File: src/tinker_pkg.sv
package tinker_pkg;

    localparam int WORD_W   = 64;
    localparam int ADDR_W   = 32;
    localparam int INSTR_W  = 32;
    localparam int REG_W    = 5;
    localparam int LIT_W    = 12;
    localparam int NUM_REGS = 32;

    typedef logic [WORD_W-1:0]  word_t;     // register / data value
    typedef logic [ADDR_W-1:0]  addr_t;     // byte address, pc
    typedef logic [INSTR_W-1:0] instr_t;
    typedef logic [REG_W-1:0]   reg_idx_t;
    typedef logic [LIT_W-1:0]   lit_t;

    // integer subset of the tinker opcode map
    typedef enum logic [4:0] {
        op_and    = 5'h00,
        op_or     = 5'h01,
        op_xor    = 5'h02,
        op_not    = 5'h03,
        op_shftr  = 5'h04,
        op_shftri = 5'h05,
        op_shftl  = 5'h06,
        op_shftli = 5'h07,
        op_br     = 5'h08,
        op_brr_rd = 5'h09,
        op_brr_l  = 5'h0a,
        op_brnz   = 5'h0b,
        op_brgt   = 5'h0e,
        op_halt   = 5'h0f,
        op_load   = 5'h10,  // mov rd, (rs)(L)
        op_mov_rr = 5'h11,
        op_mov_l  = 5'h12,
        op_store  = 5'h13,  // mov (rd)(L), rs
        op_add    = 5'h18,
        op_addi   = 5'h19,
        op_sub    = 5'h1a,
        op_subi   = 5'h1b
    } opcode_t;

    typedef struct packed {
        logic reg_write;    // rd written in wb
        logic mem_read;     // load in mem
        logic mem_write;    // store in mem
        logic mem_to_reg;   // wb takes memory data
        logic halt;
    } ctrl_t;

    typedef enum logic [1:0] {
        from_rf    = 2'd0,
        from_exmem = 2'd1,
        from_memwb = 2'd2
    } fwd_sel_t;

    localparam instr_t NOP_INSTR = '0;  // and r0, r0, r0 encoding
    localparam ctrl_t  CTRL_NONE = '0;  // bubble, writes nothing

endpackage

File: src/decode_stage.sv
module decode_stage (
    input  tinker_pkg::instr_t   instr,
    input  tinker_pkg::addr_t    pc,
    input  tinker_pkg::word_t    rd_val,
    input  tinker_pkg::word_t    rs_val,
    input  tinker_pkg::word_t    rt_val,
    input  logic                 idex_mem_read,
    input  tinker_pkg::reg_idx_t idex_rd,
    output tinker_pkg::opcode_t  op,
    output tinker_pkg::reg_idx_t rd,
    output tinker_pkg::reg_idx_t rs,
    output tinker_pkg::reg_idx_t rt,
    output tinker_pkg::lit_t     lit,
    output tinker_pkg::ctrl_t    ctrl,
    output logic                 take_branch,
    output tinker_pkg::addr_t    branch_target,
    output logic                 load_stall
);
    import tinker_pkg::*;

    logic is_nop;     // squash slot, never writes or stalls
    logic reads_rd;   // rd is a source operand too

    // field split
    assign op  = opcode_t'(instr[31:27]);
    assign rd  = instr[26:22];
    assign rs  = instr[21:17];
    assign rt  = instr[16:12];
    assign lit = instr[11:0];

    assign is_nop = (instr == NOP_INSTR);

    always_comb begin
        ctrl = CTRL_NONE;
        if (!is_nop) begin
            case (op)
                op_add, op_addi, op_sub, op_subi,
                op_and, op_or, op_xor, op_not,
                op_shftr, op_shftri, op_shftl, op_shftli,
                op_mov_rr, op_mov_l: begin
                    ctrl.reg_write = 1'b1;
                end
                op_load: begin
                    ctrl.reg_write  = 1'b1;
                    ctrl.mem_read   = 1'b1;
                    ctrl.mem_to_reg = 1'b1;
                end
                op_store: ctrl.mem_write = 1'b1;
                op_halt:  ctrl.halt      = 1'b1;
                default:  ctrl = CTRL_NONE;  // branches and unknown codes
            endcase
        end
    end

    // branches resolve here, one slot lost on taken
    always_comb begin
        take_branch   = 1'b0;
        branch_target = pc + 32'd4;
        case (op)
            op_br: begin
                take_branch   = 1'b1;
                branch_target = rd_val[31:0];
            end
            op_brr_rd: begin
                take_branch   = 1'b1;
                branch_target = pc + rd_val[31:0];  // relative by register
            end
            op_brr_l: begin
                take_branch   = 1'b1;
                branch_target = pc + {{20{lit[11]}}, lit};
            end
            op_brnz: begin
                take_branch   = (rs_val != '0);
                branch_target = rd_val[31:0];
            end
            op_brgt: begin
                take_branch   = ($signed(rs_val) > $signed(rt_val));
                branch_target = rd_val[31:0];
            end
            default: take_branch = 1'b0;
        endcase
    end

    // load result not ready until MEM, hold the consumer one cycle
    always_comb begin
        reads_rd = op inside {op_addi, op_subi, op_shftri, op_shftli, op_mov_l,
                              op_store, op_br, op_brr_rd, op_brnz, op_brgt};
        load_stall = idex_mem_read && !is_nop &&
                     (idex_rd == rs || idex_rd == rt || (reads_rd && idex_rd == rd));
    end

endmodule

File: config.mk
export PLATFORM = sky130hd
export DESIGN_NAME = decode_stage
export DESIGN_NICKNAME = d
export VERILOG_FILES = /design/src/tinker_pkg.sv /design/src/decode_stage.sv
export SDC_FILE = /design/constraint.sdc
export NUM_CORES = 1
export LEC_CHECK = 0
export ABC_AREA = 1
export BUFFER_PORTS_ARGS = -buffer_cell sky130_fd_sc_hd__buf_2
export CAP_MARGIN = 30
export CORE_ASPECT_RATIO = 2
export CORE_MARGIN = 3
export CORE_UTILIZATION = 30
export DETAILED_ROUTE_END_ITERATION = 16
export SLEW_MARGIN = 10
export SYNTH_ARGS = -nofsm -noshare
export SYNTH_HDL_FRONTEND = slang
export SYNTH_SLANG_ARGS = --single-unit
File: constraint.sdc
create_clock -name vclk -period 7.4
set_input_delay 1.48 -clock vclk [all_inputs]
set_output_delay 1.48 -clock vclk [all_outputs]
set_load 0.02 [all_outputs]
Word level (Yosys, flattened, before mapping)
Index checks and enable logic that the tools add are counted.
{"block": "classes", "addsub": 3, "order_cmp": 1, "n_eq_ne": 24, "mux": 7, "n_reduce_logical": 13}
{"operator": "$pmux 32 s3", "n": 1}
{"operator": "$add 32x32->32", "n": 2}
{"operator": "$gt 64x64->1", "n": 1}
{"operator": "$reduce_bool 64->1", "n": 1}
{"operator": "$eq 5x5->1 const B", "n": 8}
{"operator": "$add 32x3->32 const B", "n": 1}
{"operator": "$logic_not 32->1", "n": 1}
{"operator": "$eq 5x4->1 const B", "n": 6}
{"operator": "$eq 5x3->1 const B", "n": 4}
{"operator": "$eq 5x5->1", "n": 3}
{"operator": "$reduce_or 15->1", "n": 1}
{"operator": "$eq 5x2->1 const B", "n": 2}
{"operator": "$reduce_bool 10->1", "n": 1}
{"operator": "$reduce_or 3->1", "n": 2}
{"operator": "$eq 5x1->1 const B", "n": 1}
{"operator": "$logic_not 5->1", "n": 1}
{"operator": "$mux 5", "n": 1}
{"operator": "$mux 1", "n": 4}
{"operator": "$logic_and 1x1->1", "n": 3}
{"operator": "$pmux 1 s3", "n": 1}
{"operator": "$logic_or 1x1->1", "n": 2}
{"operator": "$logic_not 1->1", "n": 1}
{"block": "totals", "ff_bits": 0, "in_bits": 262, "out_inout_bits": 71, "elab_cells": 48}

Longest topological paths before layout
{"block": "depth", "depth_word": 5, "mapped_depth": 22, "mapped_depth_nobuf": 22}

Worst setup path before layout
No wires, ideal clock.
{"block": "synth_path", "path_type": "in2out", "from": "in instr[30]", "to": "out branch_target[30]", "t_arrival_ns": 3.998, "required_ns": 5.920, "slack_ns": 1.922, "path_stages": 21, "n_path_buf": 2, "path_cell_list": "buf_2 > nand3_4 > nor2_8 > buf_1 > nand2_1 > nand2_1 > ha_1 > inv_1 > fa_1 > inv_1 > nand2_1 > a21oi_2 > nand2_1 > nand2_1 > nand3_1 > nand2_1 > nand3_1 > nand2_1 > nand2_1 > nand3_1 > nand3_1"}
{"block": "synth_via", "elab_chain_len": 3, "elab_cells_between_ends": 7, "classes_between": "5 x eq/ne; 1 x mux; 1 x reduce/logical"}
{"item": "start: declaration", "line": "decode_stage.sv:2", "source": "input tinker_pkg::instr_t instr,"}
{"item": "$eq 5x4->1", "line": "decode_stage.sv:59", "source": "case (op)"}
{"item": "$reduce_or 3->1 (no line)"}
{"item": "$pmux 32 s3 *", "line": "decode_stage.sv:59"}
{"item": "end: declaration", "line": "decode_stage.sv:16", "source": "output tinker_pkg::addr_t branch_target,"}
Mark *: on every way between the ends. The rest lies on a longest branch, timed or not.

Worst setup path after layout
{"block": "layout_path", "from": "in instr[31]", "to": "out branch_target[19]"}
The elaborated chain is that of the path after synthesis.

==> summary.md <==
| Metric | Value |
|---|---|
| Status | complete, no violations |
| Input/output buffers | 301 |
| Maximum net fanout on the critical path | 11 |
| Net Sw Power | 0.000346 W |
| Min-delay src | instr[1] |
| Initial core utilization | 30.6% |
| Initial DRC Count | 432 |
| Setup WS pre-CTS | 985 ps |
| Sequential Power Share | 0% |
| Row cnt | 73 |
| Leakage | 4.39 nW |
| Ports | 333 |
| Critical Path Start Type | primary input |
| Max Cap Viol | 0 |
| Final wirelength | 31.7 mm |
| Core area | 19900 um2 |
| Worst VDD drop | 0.0249 mV |
| CTS Hold Bufs | 0 |
| Post-Synthesis Cells | 1110 |
| CP bufs+invs | 4 |
| Share of layout cells above drive strength 1 | 25.3% |
| RSZ-0062 raised after global routing | no |
| DR WL/cell | 19.4 um |
| Pre-antenna DRT Iters | 5 |
| CP arrival | 4950 ps |
| CP Launch Point | instr[31] |
| Max Clk Rate | 155 MHz |
| Post-DP HPWL | 28.2 mm |
| Seq_cells | 0 |
| Max_slew headroom | 44.9% |
| Logic pwr share | 100.0% |
| Most used cell, CP | nand2_1 |
| Placed inst area | 7640 um2 |
| Pwr/cell area | 69.5 nW/um2 |
| Largest net degree at the start of global routing | 31 |
| Slew @ Worst Pin | 823 ps |
| Fin. Hold Viols | 0 |
| Synth warn | 0 |
| Worst path cell trace | buf_2, inv_1, nand3_4, nor2_8, clkinv_1, nand2_1, nand2_1, ha_1, a21oi_1, o21ai_0, a21oi_1, nand2_1, nand2_1, nand2_1, o21ai_1, nand3_1, buf_2 |
| Antenna violations before repair | 4 |
| Clock share of power | 0% |
| Seq. cell area | 0 um2 |
| Setup TNS | 0 ps |
| # clk buffers | 0 |
| Grt total ovfl | 0 |
| Setup Fix Bufs, Post-CTS | 0 |
| Minimum clock period | 6430 ps |
| Crit path max-delay family | simple AND/OR/NAND/NOR gates |
| Library cells used by synthesis | 46 |
| Die width | 107 um |
| Internal | 0.000186 W |
| Largest stage delay, worst path | 360 ps |
| Slowest cell on the critical path | ha_1 |
| Avg Inst Size Synth | 5.49 um2 |
| Finish-stage setup viols | 0 |
| Area grow syn2layout | 25.6% |
| Via density | 5.17 |
| Critical path class | in -> out |
| Setup crit end kind | primary output |
| Req. time, crit path | 5920 ps |
| Final instance area | 7650 um2 |
| Via total after detailed routing | 8450 |
| Post-cts resize count | 0 |
| Synth Net Count | 1470 |
| Die area | 22100 um2 |
| Fin crit share | 86.9% |
| GRT Total Usage | 27.6% |
| Residual DRC | 0 |
| Sequential element share of the synthesized area | 0% |
| Vias in the first global route | 8620 |
| Nets | 1731 |
| Final Worst Setup Slack | 968 ps |
| Cell Area, Synth | 6090 um2 |
| Gpl congestion | 1.02 |
| Antenna Violating Nets Remaining | 0 |
| Hold Path Class | in -> out |
| First-pass GRT wire length | 46.6 mm |
| Final Slew Violations | 0 |
| Die Y | 207 um |
| Switching share of total power | 65.0% |
cells in the final DEF, fill, tap and decap left out, drive strengths merged, types with 6 or more instances in the layout:
cell type  count
inv          179
xnor2         12
nand2        299
nor4          33
ha            97
or2            6
buf          306
nand3         92
a21oi         88
nand4         18
o21ai         68
nor2          95
nor3          19
xor2          21
layout make-up:
cell class	instances	area, um2
fill	2356	12300
multi-input combinational	883	5090
antenna	4	10.0
tap	262	328
inverter	180	676
timing repair buffer	306	1540
worst paths after layout:
check / slack, ps / endpoint / depth (start not counted)
setup / recovery: 970 / branch_target[19] / 17
hold / removal: 3210 / lit[1] / 2
power groups by stage:
| stage | logic, W | clock network [W] | registers [W] |
|---|---|---|---|
| 2_1_floorplan | 0.000314 | 0 | 0 |
| 6_report | 0.000532 | 0.0000000000602 | 0 |
| 5_1_grt | 0.000586 | 0.0000000000362 | 0 |
| 3_3_place_gp | 0.000522 | 0 | 0 |
| 3_5_place_dp | 0.000523 | 0 | 0 |
| 4_1_cts | 0.000526 | 0 | 0 |
synthesized netlist by cell type (all sizes together):
master	count	area, um2
a221oi	1	8.76
nand4	18	113
a211oi	3	22.5
xor2	21	184
or2	6	37.5
buf	40	297
nand2	299	1130
nor2	95	395
o21bai	5	37.5
xnor2	12	105
clkinv	1	3.75
o21ai	68	348
nor4	33	219
inv	179	672
a21o	4	30.0
o221ai	1	8.76
nor3b	2	15.0
ha	97	1210
a31oi	3	18.8
nor3	19	105
o21a	5	37.5
clkbuf	7	26.3
nand3b	4	30.0
o22ai	2	12.5
nand3	92	478
fa	1	20.0
and3	1	6.26
a21oi	88	493
o211ai	3	22.5
logic make-up after synthesis:
kind of cell	synth area share (%)
AOI/OAI and AO/OA	17.1
xor gates and xnor gates	4.75
adders and majority gates	20.3
buffers and inverters	16.4
and+or+nand+nor	41.5
per-layer routing:
metal / GRT usage [%] / part of all wire [%]
met4: 23.1 / 11
met1: 22.1 / 29
met2: 54.6 / 54
met5: 0 / 0
met3: 4.98 / 6.4
through the flow:
stage	hold slack (ps)	instances	util (%)	total power (W)
global placement	3220	1631	38.4	0.000522
CTS	3220	1631	38.4	0.000526
detailed placement	3220	1631	38.4	0.000523
finish	3210	1635	38.4	0.000532
floorplan	3050	1110	-	0.000314
global route	3220	1633	38.4	0.000586
Power figures use the tool's default switching activity.
